[config.mk]
export PLATFORM = sky130hd
export DESIGN_NAME = id_stage
export DESIGN_NICKNAME = d
export VERILOG_FILES = /design/src/design/rv_isa_pkg.sv /design/src/design/core_cfg_pkg.sv /design/src/design/id_stage.sv
export SDC_FILE = /design/constraint.sdc
export NUM_CORES = 1
export LEC_CHECK = 0
export BUFFER_PORTS_ARGS = -buffer_cell sky130_fd_sc_hd__buf_2
export CAP_MARGIN = 30
export CORE_ASPECT_RATIO = 1.25
export CORE_MARGIN = 4
export CORE_UTILIZATION = 40
export CTS_CLUSTER_SIZE = 24
export DETAILED_ROUTE_END_ITERATION = 10
export PLACE_DENSITY = 0.71
export SLEW_MARGIN = 0
export SYNTH_ARGS = -nofsm -noshare
export SYNTH_HDL_FRONTEND = slang
export SYNTH_SLANG_ARGS = --single-unit
export TNS_END_PERCENT = 5
[constraint.sdc]
create_clock -name i_clk -period 6.35 [get_ports i_clk]
set_input_delay 0.3175 -clock i_clk [delete_from_list [all_inputs] [get_ports i_clk]]
set_output_delay 0.3175 -clock i_clk [all_outputs]
set_load 0.05 [all_outputs]
[src/design/rv_isa_pkg.sv]
// opcode constants and the instruction word union with J-type and I-type views
package rv_isa_pkg;

  localparam logic [6:0] OP_JAL  = 7'b110_1111;
  localparam logic [6:0] OP_LOAD = 7'b000_0011;
  localparam logic [2:0] F3_LD   = 3'b011;     // 64-bit load

  // J-type, immediate bits scattered over the upper 20 bits
  typedef struct packed {
    logic       imm20;
    logic [9:0] imm10_1;
    logic       imm11;
    logic [7:0] imm19_12;
    logic [4:0] rd;
    logic [6:0] opcode;
  } j_type_t;

  typedef struct packed {
    logic [11:0] imm12;
    logic [4:0]  rs1;
    logic [2:0]  funct3;
    logic [4:0]  rd;
    logic [6:0]  opcode;
  } i_type_t;

  // opcode sits in the same place in every view
  typedef union packed {
    logic [31:0] raw;
    j_type_t     j;
    i_type_t     i;
  } inst_u;

endpackage

[src/design/core_cfg_pkg.sv]
// core widths, reset PC, memory depth and the inter-stage bus structs
package core_cfg_pkg;

  localparam int INST_WD      = 32;
  localparam int PC_WD        = 32;
  localparam int SRAM_DATA_WD = 64;
  localparam int SRAM_DEPTH   = 256;
  localparam int SRAM_ADDR_WD = 8;    // log2 of SRAM_DEPTH

  localparam logic [PC_WD-1:0] PC_RESETVAL = 32'h0000_0000;

  // decode back to fetch, redirect on JAL
  typedef struct packed {
    logic             taken;
    logic [PC_WD-1:0] target;
  } br_bus_t;

  typedef struct packed {
    logic [INST_WD-1:0] inst;
    logic [PC_WD-1:0]   pc;
  } fs_to_ds_t;

  typedef struct packed {
    logic [SRAM_ADDR_WD-1:0] addr;    // 64-bit word address
  } ds_to_ls_t;

  // one request slot on the shared sram
  typedef struct packed {
    logic                    ren;
    logic [SRAM_ADDR_WD-1:0] addr;
  } mem_req_t;

  typedef struct packed {
    logic [PC_WD-1:0]   pc;
    logic [INST_WD-1:0] inst;
  } retire_t;

  typedef struct packed {
    logic [SRAM_ADDR_WD-1:0] addr;
    logic [SRAM_DATA_WD-1:0] data;
  } load_res_t;

endpackage
[src/design/id_stage.sv]
// decode stage with JAL target, absolute 64-bit load recognition and retire report
`timescale 1ns/1ps

module id_stage (
  input  logic                      i_clk,
  input  logic                      i_reset,
  // from fetch
  input  logic                      i_fs_to_ds_valid,
  input  core_cfg_pkg::fs_to_ds_t   i_fs_to_ds_bus,
  output logic                      o_ds_allowin,
  // redirect
  output core_cfg_pkg::br_bus_t     o_br_bus,
  // to load stage
  input  logic                      i_ls_allowin,
  output logic                      o_ds_to_ls_valid,
  output core_cfg_pkg::ds_to_ls_t   o_ds_to_ls_bus,
  // retire report
  output logic                      o_retire_valid,
  output core_cfg_pkg::retire_t     o_retire
);

  import core_cfg_pkg::*;
  import rv_isa_pkg::*;

  logic             ds_valid;
  logic             ds_first;       // first cycle of the held instruction
  logic             ds_ready_go;
  logic             ds_accept;
  fs_to_ds_t        ds_bus;
  inst_u            ds_inst;
  logic             is_jal;
  logic             is_load;
  logic [PC_WD-1:0] j_imm;

  assign ds_inst = ds_bus.inst;

  assign is_jal  = ds_inst.j.opcode == OP_JAL;
  // ld rd, imm(x0) only
  assign is_load = (ds_inst.i.opcode == OP_LOAD) &&
                   (ds_inst.i.funct3 == F3_LD) &&
                   (ds_inst.i.rs1 == 5'd0);

  // sign-extended 21-bit J immediate
  assign j_imm = {{(PC_WD-20){ds_inst.j.imm20}}, ds_inst.j.imm19_12,
                  ds_inst.j.imm11, ds_inst.j.imm10_1, 1'b0};

  assign o_br_bus.taken  = ds_valid && is_jal;
  assign o_br_bus.target = ds_bus.pc + j_imm;

  // only a load waits on the load stage
  assign ds_ready_go  = !is_load || i_ls_allowin;
  assign o_ds_allowin = !ds_valid || ds_ready_go;
  assign ds_accept    = i_fs_to_ds_valid && o_ds_allowin;

  assign o_ds_to_ls_valid    = ds_valid && is_load && ds_ready_go;
  assign o_ds_to_ls_bus.addr = ds_inst.i.imm12[10:3];

  assign o_retire_valid = ds_first;
  assign o_retire.pc    = ds_bus.pc;
  assign o_retire.inst  = ds_inst.raw;

  always_ff @(posedge i_clk) begin
    if (i_reset) begin
      ds_valid <= 1'b0;
      ds_first <= 1'b0;
    end else begin
      ds_first <= ds_accept;          // one retire per instruction
      if (o_ds_allowin) begin
        ds_valid <= i_fs_to_ds_valid;
      end
    end
  end

  always_ff @(posedge i_clk) begin
    if (ds_accept) begin
      ds_bus <= i_fs_to_ds_bus;
    end
  end

endmodule

* Word level (Yosys, flattened, before mapping) *
Cells that the tools add are included.

cells by class
  add/sub/neg operators = 1
  multiply operators = 0
  div/mod/pow operators = 0
  $lt $le $gt $ge = 0
  equality and inequality tests = 3
  shift operators = 0
  mux-type cells = 0
  bitwise logic cells = 0
  reduce and logical (&&, ||, !) cells = 11

operators with widths
  kind                                                                   count
  32-bit adder                                                           1
  7-bit by 2-bit equality test with 1-bit output, second input constant  1
  7-bit equality test, second input constant                             1
  1-bit logical AND                                                      6
  5-bit zero test                                                        1
  3-bit by 2-bit equality test with 1-bit output, second input constant  1
  1-bit zero test                                                        2
  1-bit logical OR                                                       2

storage, ports and cells
  flip-flop bits (word level) = 66
  latch bits = 0
  bits in writable memories = 0
  ROM bits = 0
  bits of input ports = 68
  memories = 0

* Logic depth before layout (Yosys ltp) *
Gate-level depths: netlist of the first run.

  word-level depth = 7
  gate-level depth with buffers = 9

* Least setup slack after synthesis of the first run *
No wires, ideal clock.

  path kind = reg2reg
  from = reg ds_bus, in the netlist ds_inst[0]
  to = reg ds_bus, in the netlist ds_inst[0], enable pin
  setup time = 0.495 ns
  data arrival time = 3.906 ns
  required time = 5.855 ns
  setup slack = 1.949 ns
  cell stages (with the launch flop) = 5
  path buffers = 0
  clock period less this slack = 4.401 ns
  path through = edfxtp_1 -> and4b_1 -> nand4_1 -> nor2_1 -> nor2b_1

on the way
  cells in the longest elaborated chain, start to end = 7

RTL lines
  item                                            RTL line        RTL
  start: declaration                              id_stage.sv:29  fs_to_ds_t ds_bus;
  start signal: assignment                        id_stage.sv:76  ds_bus <= i_fs_to_ds_bus;
  7-bit by 2-bit equality test with 1-bit output  id_stage.sv:39  assign is_load = (ds_inst.i.opcode == OP_LOAD) &&
  1-bit logical AND                               id_stage.sv:39
  1-bit logical AND                               id_stage.sv:40  (ds_inst.i.funct3 == F3_LD) &&
  1-bit zero test                                 id_stage.sv:51  assign ds_ready_go = !is_load || i_ls_allowin;
  1-bit logical OR                                id_stage.sv:51
  1-bit logical OR                                id_stage.sv:52  assign o_ds_allowin = !ds_valid || ds_ready_go;
  1-bit logical AND                               id_stage.sv:53  assign ds_accept = i_fs_to_ds_valid && o_ds_allowin;
  named net ds_accept                             id_stage.sv:28  logic ds_accept;

The timed path passes the listed nets, and every way through them passes these cells.
A chain may end at the register's enable or synchronous reset.

==> reports/results.md, run 1 <==
- **maximum VDD drop** 0.000184 V
- **required time of the critical path** 6.03 ns
- **DR pass1 iterations** 4
- **total CTS buffers** 9
- **final cycle utilization of the critical path** 0.569
- **Power Density** 300 nW/um2
- **crit path cell chain** ha_1, fa_1, a21oi_1, o21ai_1, a211oi_2, a31oi_2, a31oi_1, o21ai_1, xor2_1, buf_2
- **clock network latency to the later pin of the worst-skew pair** 0.34 ns
- **path type of the worst setup path** reg2out
- **worst stage delay on the critical path** 0.42 ns
- **Setup crit end** o_br_bus[27]
- **standard cell with the maximum stage delay on the critical path** sky130_fd_sc_hd__fa_1
- **Root Driver** sky130_fd_sc_hd__clkbuf_8
- **register bit total from synthesis** 66
- **aggregate global routing overflow** 0
- **half-perimeter wire length after placement** 7.80 mm
- **# diodes** 0
- **row count** 38
- **wire length of the first global-routing pass** 15.2 mm
- **buffers inserted by post-CTS timing repair** 0
- **area of the core** 8800 um2
- **vertical die dimension** 115 um
- **critical register-to-register path endpoint** o_retire[39]
- **unrepaired setup endpoints after global routing** false
- **hold violation count in the final report** 0
- **Post-layout nets** 578
- **FF-to-FF path depth** 6
- **cell area after layout** 4830 um2
- **transition time at the pin with the least slew margin** 0.709 ns
- **maximum clock skew at final layout** 0.00571 ns
- **class of the tightest hold or removal check** in2reg
- **total number of vias** 3123
- **maximum net fanout on the critical path** 5
- **area growth from synthesis to final layout** 32.8%
- **DRC errors left** 0
- **primary flip-flop cell chosen by synthesis mapping** sky130_fd_sc_hd__edfxtp_1
- **Boundary Pins** 176
- **post-detailed-route wirelength per cell** 16.0 um
- **register area share after synthesis** 0.539
- **1st-iter DRT viols** 110
- **synthesized area** 3640 um2
- **fraction of final layout cells sized beyond drive strength 1** 0.405
- **final critical-path required period** 3.61 ns
- **count of maximum capacitance violations** 0
- **Pwr Total** 1.45 mW
- **share of async-settable or async-resettable flops after synthesis** 0
- **Yosys warning count** 0
- **Critical path origin** ds_inst[21]
- **routability congestion estimate** 0.871
- **count of unique library cells instantiated by Yosys** 47
- **Starting Density** 0.414
- **Worst slew margin** 0.527
- **total buffers and inverters traversed by the critical path** 1
- **Post-CTS Hold Fix Bufs** 0
- **count of pins over their slew limit** 0
- **Lkg Pwr** 2.19 nW
- **clock tree from TritonCTS** done
- **number of global-route vias before repair** 3212
- **clock-pin slew on the worst setup and hold paths** 0.07 ns
- **initial antenna violation count** 0
- **final setup TNS** 0 ns
- **Sinks on Clock Net** 66
- **kind of cell with the highest combined delay on the critical path** compound AO/OA/AOI/OAI gates
- **count of instances resized after the clock tree is built** 0
- **Peak Freq** 277 MHz
- **total of fill cells in the finished design** 774
- **CTS max path bufs** 2
- **element type at the critical path start** register
- **synthesized area per cell** 12.0 um2
- **Syn Nets** 403
- **number of failing setup endpoints in the final timing report** 0
- **Routed Antenna Nets** 0
- **arrival time at the worst endpoint** 3.29 ns
- **setup slack on the worst flop-to-flop path** 4.03 ns
- **count of H-tree levels built during CTS** 3
- **x dimension of the die** 93.3 um
- **R2R Path Start** ds_inst[12]
- **global-route total usage across every layer** 0.182
- **area of placed instances** 4600 um2
- **WP depth** 10
- **cell count after synthesis** 304
- **number of port buffers** 175
- **Worst Hold Depth** 1
- **Die Outline Area** 10700 um2
- **Total Routed Length** 9.68 mm
- **most used cell, CP** sky130_fd_sc_hd__o21ai_1
- **maximum number of pins on one net before global-route repair** 43
- **sort of element at the end of the critical path** output port
- **via-per-instance ratio** 5.17
- **number of enable flip-flop cells after synthesis** 64
- **result of the run** finished, final reports clean
## cells in the mapped netlist (3+ instances only)
library cell / n / area share
sky130_fd_sc_hd__edfxtp_1: 64 / 0.53
sky130_fd_sc_hd__nand2_1: 25 / 0.026
sky130_fd_sc_hd__nor2_1: 14 / 0.014
sky130_fd_sc_hd__o21a_1: 3 / 0.0062
sky130_fd_sc_hd__nor3_1: 3 / 0.0041
sky130_fd_sc_hd__a21o_1: 12 / 0.025
sky130_fd_sc_hd__buf_4: 9 / 0.019
sky130_fd_sc_hd__a21oi_1: 32 / 0.044
sky130_fd_sc_hd__xor2_1: 12 / 0.029
sky130_fd_sc_hd__a211oi_1: 3 / 0.0062
sky130_fd_sc_hd__inv_1: 7 / 0.0072
sky130_fd_sc_hd__o211ai_1: 3 / 0.0062
sky130_fd_sc_hd__and3_1: 4 / 0.0069
sky130_fd_sc_hd__nand4_1: 4 / 0.0069
sky130_fd_sc_hd__nand3_1: 6 / 0.0083
sky130_fd_sc_hd__o21ai_1: 10 / 0.014
sky130_fd_sc_hd__o221ai_1: 3 / 0.0072
sky130_fd_sc_hd__xnor2_1: 17 / 0.041
sky130_fd_sc_hd__ha_1: 30 / 0.10
sky130_fd_sc_hd__nor2b_1: 5 / 0.0086
sky130_fd_sc_hd__and2_1: 3 / 0.0052
## metrics by stage
stage               hold slack [ns]  setup slack (ns)  cells  utilization
floorplan                     0.389              1.95    304            -
global route                  0.120              2.58    604        0.549
detailed placement            0.496              3.16    588        0.523
CTS                           0.126              2.77    604        0.549
global placement              0.493              3.24    588        0.523
finish                        0.147              2.74    604        0.549
## cell type report
type	instances	area [um2]	area share
Clock buffer	9	124	0.0256
Multi-Input combinational cell	219	1580	0.327
Timing Repair Buffer	176	883	0.183
Inverter	7	26.3	0.00544
Tap cell	120	150	0.0311
Clock inverter	7	108	0.0223
Sequential cell	66	1960	0.406
## state kept, by name, indices dropped and copies added (netlist names)
| signal | count |
|---|---|
| ds_inst | 32 |
| o_retire | 32 |
| ds_valid | 1 |
| o_retire_valid | 1 |
## routing by layer
layer,global-route usage,wire length (um)
met5,0,0
met3,0.0565,740
met1,0.202,3710
met4,0.0821,247
met2,0.319,4980
## logic make-up after synthesis
group / synth area share
and+or+nand+nor: 0.0983
xor gates and xnor gates: 0.0698
adders and majority gates: 0.109
buffers and inverters: 0.0292
AOI/OAI and AO/OA: 0.155
DFF: 0.539
## worst min-delay path by stage
stage / start / to / slack (ns)
detailed placement: i_fs_to_ds_bus[45] / ds_inst[13] / 0.50
finish: i_fs_to_ds_bus[62] / ds_inst[30] / 0.15
CTS: i_reset / o_retire_valid / 0.13
floorplan: i_reset / o_retire_valid / 0.39
global route: i_fs_to_ds_bus[56] / ds_inst[24] / 0.12
global placement: i_fs_to_ds_bus[47] / ds_inst[15] / 0.49
## report_power, final
part / internal, mW / switching, mW
Combinational: 0.133 / 0.384
Clock: 0.257 / 0.155
Sequential: 0.506 / 0.0155
Total: 0.895 / 0.555
## placed cells by master, fill, tap and decap left out, types with 2 or more instances in the layout
master,n
sky130_fd_sc_hd__clkinv_2,2
sky130_fd_sc_hd__xor2_1,12
sky130_fd_sc_hd__and3_1,4
sky130_fd_sc_hd__nor2_1,14
sky130_fd_sc_hd__o21a_1,3
sky130_fd_sc_hd__nand4_1,4
sky130_fd_sc_hd__and2_1,3
sky130_fd_sc_hd__clkinv_1,2
sky130_fd_sc_hd__a21oi_1,32
sky130_fd_sc_hd__o21ai_0,2
sky130_fd_sc_hd__nand3_1,6
sky130_fd_sc_hd__o21bai_1,2
sky130_fd_sc_hd__inv_1,7
sky130_fd_sc_hd__o211ai_1,3
sky130_fd_sc_hd__bufinv_16,3
sky130_fd_sc_hd__a211oi_1,3
sky130_fd_sc_hd__o221ai_1,3
sky130_fd_sc_hd__buf_2,175
sky130_fd_sc_hd__o21ai_1,10
sky130_fd_sc_hd__dfxtp_1,2
sky130_fd_sc_hd__clkbuf_8,9
sky130_fd_sc_hd__xnor2_1,17
sky130_fd_sc_hd__and4_1,2
sky130_fd_sc_hd__edfxtp_1,64
sky130_fd_sc_hd__nor4_1,2
sky130_fd_sc_hd__nor3_1,3
sky130_fd_sc_hd__nand2_1,25
sky130_fd_sc_hd__nor2b_1,4
sky130_fd_sc_hd__a31oi_1,2
sky130_fd_sc_hd__o22ai_1,2
sky130_fd_sc_hd__a21o_1,12
sky130_fd_sc_hd__ha_1,30
sky130_fd_sc_hd__a221o_1,2
Note: power is estimated with default switching activity, not from simulation.
==> run 2: changes to the inputs <==
Settings changed: PLACE_DENSITY 0.71 to 0.74.
Clock period 6.35 ns to 2.9 ns, I/O delays scaled along.
==> run 2 against run 1 <==
Total power grew 120%. Worst setup slack lost 2.8 ns. Core utilization grew 13 points. Hold slack lost 0.10 ns. Critical path depth is the same. The flow now finishes with violations (negative setup slack). Largest cell class unchanged. First-iteration DRC count grew 6.4%. Highest routed layer unchanged. Combinational power grew to 2.7 times the previous value. Wire length grew 23%. Clock power grew 56%. Cell area grew 24%. Sequential cell count is the same. Sequential power grew 120%.
==> reports/results.md, run 2 (synthesized netlist as in run 1, its figures left out) <==
- **number of failing setup endpoints in the final timing report** 4
- **DR pass1 iterations** 4
- **Core Util, Final** 0.681
- **aggregate global routing overflow** 0
- **1st-iter DRT viols** 117
- **Total Routed Length** 11.9 mm
- **most common library cell in the layout ignoring fill and taps** sky130_fd_sc_hd__buf_2
- **half-perimeter wire length after placement** 8.11 mm
- **fraction of final layout cells sized beyond drive strength 1** 0.468
- **CTS max path bufs** 2
- **worst stage delay on the critical path** 0.48 ns
- **# diodes** 0
- **Post-layout nets** 668
- **result of the run** complete, but fails checks
- **unrepaired setup endpoints after global routing** true
- **maximum clock skew at final layout** 0.0105 ns
- **Worst slew margin** 0.558
- **via-per-instance ratio** 5.15
- **routability congestion estimate** 0.946
- **Starting Density** 0.414
- **clock-pin slew on the worst setup and hold paths** 0.07 ns
- **critical register-to-register path endpoint** o_retire[43]
- **arrival time at the worst endpoint** 2.80 ns
- **setup slack on the worst flop-to-flop path** 0.42 ns
- **required time of the critical path** 2.76 ns
- **Power Density** 530 nW/um2
- **x dimension of the die** 93.3 um
- **FF-to-FF path depth** 7
- **path type of the worst setup path** reg2out
- **startpoint of the most critical hold path** i_fs_to_ds_valid
- **class of the tightest hold or removal check** in2reg
- **transition time at the pin with the least slew margin** 0.661 ns
- **count of pins over their slew limit** 0
- **total CTS buffers** 9
- **area growth from synthesis to final layout** 64.6%
- **number of global-route vias before repair** 3754
- **Root Driver** sky130_fd_sc_hd__clkbuf_8
- **wire length of the first global-routing pass** 18.1 mm
- **sort of element at the end of the critical path** output port
- **maximum number of pins on one net before global-route repair** 44
- **number of port buffers** 175
- **Worst Hold Depth** 3
- **DRC errors left** 0
- **clock tree from TritonCTS** done
- **total number of vias** 3570
- **clock network latency to the later pin of the worst-skew pair** 0.35 ns
- **element type at the critical path start** register
- **final cycle utilization of the critical path** 1.02
- **count of maximum capacitance violations** 0
- **Lkg Pwr** 2.61 nW
- **end point of the most critical hold path** ds_valid
- **row count** 38
- **total of fill cells in the finished design** 645
- **setup slack of the critical path after layout** -0.0494 ns
- **maximum net fanout on the critical path** 5
- **WHS** 0.0432 ns
- **area of the core** 8800 um2
- **global-route total usage across every layer** 0.219
- **Die Outline Area** 10700 um2
- **count of H-tree levels built during CTS** 3
- **crit path cell chain** buf_6, ha_4, a21o_1, a21o_1, a221o_1, a221o_1, a21oi_2, o21ai_2, xnor2_4, buf_6
- **top library cells by usage in the layout, fill and taps aside** 161 x sky130_fd_sc_hd__buf_2, 65 x sky130_fd_sc_hd__dlygate4sd3_1, 64 x sky130_fd_sc_hd__edfxtp_1
- **Boundary Pins** 176
- **Pwr Total** 3.17 mW
- **initial antenna violation count** 0
- **R2R Path Start** ds_inst[15]
- **violated checks** negative setup slack
- **Sinks on Clock Net** 66
- **maximum VDD drop** 0.000337 V
- **hold violation count in the final report** 0
- **post-detailed-route wirelength per cell** 17.2 um
- **vertical die dimension** 115 um
- **final critical-path required period** 2.95 ns
- **Routed Antenna Nets** 0
- **Peak Freq** 339 MHz
- **standard cell with the maximum stage delay on the critical path** sky130_fd_sc_hd__edfxtp_1
run 2: worst max-delay path by stage:
stage,slack [ns],cells past startpoint,from,end
detailed placement,0.07,9,ds_inst[31],o_br_bus[31]
global route,-0.18,10,ds_inst[22],o_br_bus[24]
finish,-0.05,10,ds_inst[31],o_br_bus[31]
global placement,0.09,10,ds_inst[21],o_br_bus[27]
CTS,-0.01,10,o_retire[33],o_br_bus[19]
floorplan,-0.23,9,ds_inst[21],o_br_bus[27]
run 2: metal layers:
metal	vias to the layer above	GRT usage	part of all wire
li1	1682	-	-
met1	1708	0.224	0.36
met5	-	0	0
met3	31	0.0638	0.064
met2	149	0.411	0.55
met4	0	0.0880	0.028
run 2: through the flow:
stage | instance area [um2] | setup WS [ns] | TNS [ns] | cells
finish | 5990 | -0.0494 | -0.107 | 693
global route | 5990 | -0.182 | -1.66 | 693
floorplan | 3680 | -0.227 | -1.83 | 304
CTS | 5790 | -0.0141 | -0.0233 | 686
global placement | 4730 | 0.0926 | 0 | 601
detailed placement | 4730 | 0.0746 | 0 | 601
run 2: what timing repair did:
action,4_1_cts,5_1_grt
endpoints found under the hold margin,66,0
gates resized for setup,46,33
setup buffers,5,7
endpoints found under the setup margin,14,17
hold buffers,65,0
pin swaps,11,13
run 2: worst max-delay path, delay by kind of cell (launching register included):
family	cells	cell delay [ns]
AO/OA/AOI/OAI	6	1.24
adder cells (fa/ha/maj)	1	0.25
buffers and inverters	2	0.34
XOR/XNOR	1	0.14
flip-flops	1	0.48
run 2: where the power goes:
group,total [mW],switching (mW),internal (mW)
Sequential,1.14,0.0365,1.11
Clock,0.644,0.345,0.298
Combinational,1.39,0.926,0.459
Total,3.17,1.31,1.86
run 2: layout make-up:
cell class                 count  area (um2)  area share
sequential                    66        1960       0.328
multi-input combinational    219        1920       0.320
timing repair buffer         266        1780       0.298
tap                          120         150      0.0251
clock buffer                  11         131      0.0219
inverter                       7        26.3     0.00439
clock inverter                 4        20.0     0.00334
==> run 3: changes to the inputs <==
Settings changed: PLACE_DENSITY 0.74 to 0.73, REMOVE_ABC_BUFFERS set to 1.
==> run 3 against run 2 <==
The run still ends with negative setup slack left. Critical path type unchanged. Wire length is 3.4% lower. Critical path depth shrank 2. Maximum frequency grew 0.95%. Total power is 5.5% higher. Final cell count down 0.87%. Critical endpoint is now o_br_bus[28]. Global-route usage down 0.87 points. Clock-buffer cell count fell by 2. Hold slack got worse by 0.0062 ns. Worst setup slack improved by 0.028 ns. Combinational power shrank 3%. Clock power is 32% higher. Largest cell class unchanged. Sequential share of layout area is 0.089 points lower.
==> reports/results.md, run 3 (synthesized netlist as in run 1, its figures left out) <==
- **result of the run** complete, but fails checks
- **violated checks** negative setup slack
- **clock network latency to the later pin of the worst-skew pair** 0.35 ns
- **setup slack of the critical path after layout** -0.0216 ns
- **Root Driver** sky130_fd_sc_hd__clkbuf_8
- **maximum number of pins on one net before global-route repair** 44
- **initial antenna violation count** 0
- **transition time at the pin with the least slew margin** 0.653 ns
- **path type of the worst setup path** reg2out
- **critical register-to-register path endpoint** ds_inst[27]
- **area taken by flip-flops and latches** 1960 um2
- **total number of vias** 3487
- **end point of the most critical hold path** ds_valid
- **area of the core** 8800 um2
- **setup slack on the worst flop-to-flop path** 0.54 ns
- **total of fill cells in the finished design** 634
- **Routed Antenna Nets** 0
- **Core Util, Final** 0.683
- **crit path cell chain** ha_2, a21oi_1, o221ai_1, a31o_1, a221oi_2, o41ai_4, xor2_1, buf_4
- **FF-to-FF path depth** 6
- **area of placed instances** 4670 um2
- **Flop pwr share** 0.343
- **combinational share of power** 0.403
- **post-detailed-route wirelength per cell** 16.7 um
- **fraction of final layout cells sized beyond drive strength 1** 0.464
- **Starting Density** 0.414
- **multi-input logic area** 1950 um2
- **Boundary Pins** 176
- **maximum VDD drop** 0.000379 V
- **count of pins over their slew limit** 0
- **Net Sw Frac** 0.394
- **routability congestion estimate** 0.890
- **half-perimeter wire length after placement** 8.00 mm
- **arrival time at the worst endpoint** 2.78 ns
- **CTS max path bufs** 2
- **# diodes** 0
- **class of the tightest hold or removal check** in2reg
- **WHS** 0.0371 ns
- **DRC errors left** 0
- **net switching power** 1.32 mW
- **clock tree from TritonCTS** done
- **cell area after layout** 6010 um2
- **unrepaired setup endpoints after global routing** true
- **count of maximum capacitance violations** 0
- **total buffers and inverters traversed by the critical path** 1
- **Worst slew margin** 0.564
- **Total Routed Length** 11.5 mm
- **maximum net fanout on the critical path** 7
- **area growth from synthesis to final layout** 65.0%
- **aggregate global routing overflow** 0
- **worst stage delay on the critical path** 0.42 ns
- **required time of the critical path** 2.76 ns
- **most common library cell in the layout ignoring fill and taps** sky130_fd_sc_hd__buf_2
- **total CTS buffers** 9
- **count of H-tree levels built during CTS** 3
- **startpoint of the most critical hold path** i_fs_to_ds_valid
- **sort of element at the end of the critical path** output port
- **number of global-route vias before repair** 3635
- **Lkg Pwr** 2.59 nW
- **hold violation count in the final report** 0
- **design internal power** 2.03 mW
- **number of failing setup endpoints in the final timing report** 2
- **clock-pin slew on the worst setup and hold paths** 0.08 ns
- **x dimension of the die** 93.3 um
- **relative contribution of the clock network to total power** 0.254
- **Worst Hold Depth** 3
- **element type at the critical path start** register
- **Sinks on Clock Net** 66
- **maximum clock skew at final layout** 0.00878 ns
- **wire length of the first global-routing pass** 17.5 mm
- **final setup TNS** -0.0419 ns
- **R2R Path Start** ds_inst[13]
- **DR pass1 iterations** 4
- **row count** 38
- **final cycle utilization of the critical path** 1.01
- **top library cells by usage in the layout, fill and taps aside** 163 x sky130_fd_sc_hd__buf_2, 65 x sky130_fd_sc_hd__dlygate4sd3_1, 64 x sky130_fd_sc_hd__edfxtp_1
- **post-placement setup slack** 0.0595 ns
- **Die Outline Area** 10700 um2
- **vertical die dimension** 115 um
- **Peak Freq** 342 MHz
- **Power Density** 557 nW/um2
- **number of port buffers** 175
- **1st-iter DRT viols** 134
- **global-route total usage across every layer** 0.210
- **kind of cell with the highest combined delay on the critical path** compound AO/OA/AOI/OAI gates
- **standard cell with the maximum stage delay on the critical path** sky130_fd_sc_hd__edfxtp_1
- **Post-layout nets** 661
- **final critical-path required period** 2.92 ns
- **via-per-instance ratio** 5.08
-- run 3: cell count changes in the layout (fill, tap and decap cells not counted), sizes merged --
cell,delta
clkinvlp,+1
bufinv,+2
buf,-5
clkbuf,-4
-- run 3: cell type report --
cell class / instances / area share
clock inverters: 7 / 0.0156
inverters: 7 / 0.00438
repair buffers: 259 / 0.284
multi-input cells: 219 / 0.324
well taps: 120 / 0.0250
flip-flops and latches: 66 / 0.327
clock buffers: 9 / 0.0206
-- run 3: timing repair --
item                                    in CTS  in global routing
endpoints found under the hold margin       66                  0
buffers inserted                             2                  7
pin swaps                                   13                 19
endpoints found under the setup margin      13                 15
hold buffers                                65                  0
gates resized for setup                     46                 28
-- run 3: metrics by stage --
stage | total power, mW | std cells
final | 3.35 | 687
after global routing | 3.48 | 687
after CTS | 3.30 | 680
after detailed placement | 2.31 | 597
after global placement | 2.30 | 597
after floorplan | 2.02 | 292
-- run 3: worst max path at each step --
stage	from	endpoint	cells after the start
3_5_place_dp	o_retire[33]	o_br_bus[27]	10
6_report	ds_inst[17]	o_br_bus[28]	8
2_1_floorplan	ds_inst[0]	ds_inst[0]	4
5_1_grt	o_retire[33]	o_br_bus[27]	10
3_3_place_gp	ds_inst[21]	o_br_bus[27]	10
4_1_cts	o_retire[33]	o_br_bus[27]	10
-- run 3: layer usage --
metal	wire [um]	share of wire	vias to the layer above	GRT usage
li1	-	-	1675	-
met1	4340	0.38	1654	0.219
met2	6280	0.55	141	0.399
met3	609	0.053	17	0.0427
met4	255	0.022	0	0.0929
met5	0	0	-	0
-- run 3: power by group through the flow --
stage	logic (mW)	clock network [mW]	registers, mW
5_1_grt	1.41	0.908	1.15
3_3_place_gp	1.14	0	1.16
2_1_floorplan	0.667	0	1.35
6_report	1.35	0.852	1.15
3_5_place_dp	1.15	0	1.16
4_1_cts	1.29	0.865	1.14
-- run 3: worst register-to-register path: stages, from the launching register on --
cell                       delay [ns]
sky130_fd_sc_hd__edfxtp_1        0.47
sky130_fd_sc_hd__nand2_1         0.12
sky130_fd_sc_hd__nor3_1          0.05
sky130_fd_sc_hd__nand4_1         0.12
sky130_fd_sc_hd__nor2_1          0.10
sky130_fd_sc_hd__nor2b_4         0.54
sky130_fd_sc_hd__buf_4           0.57
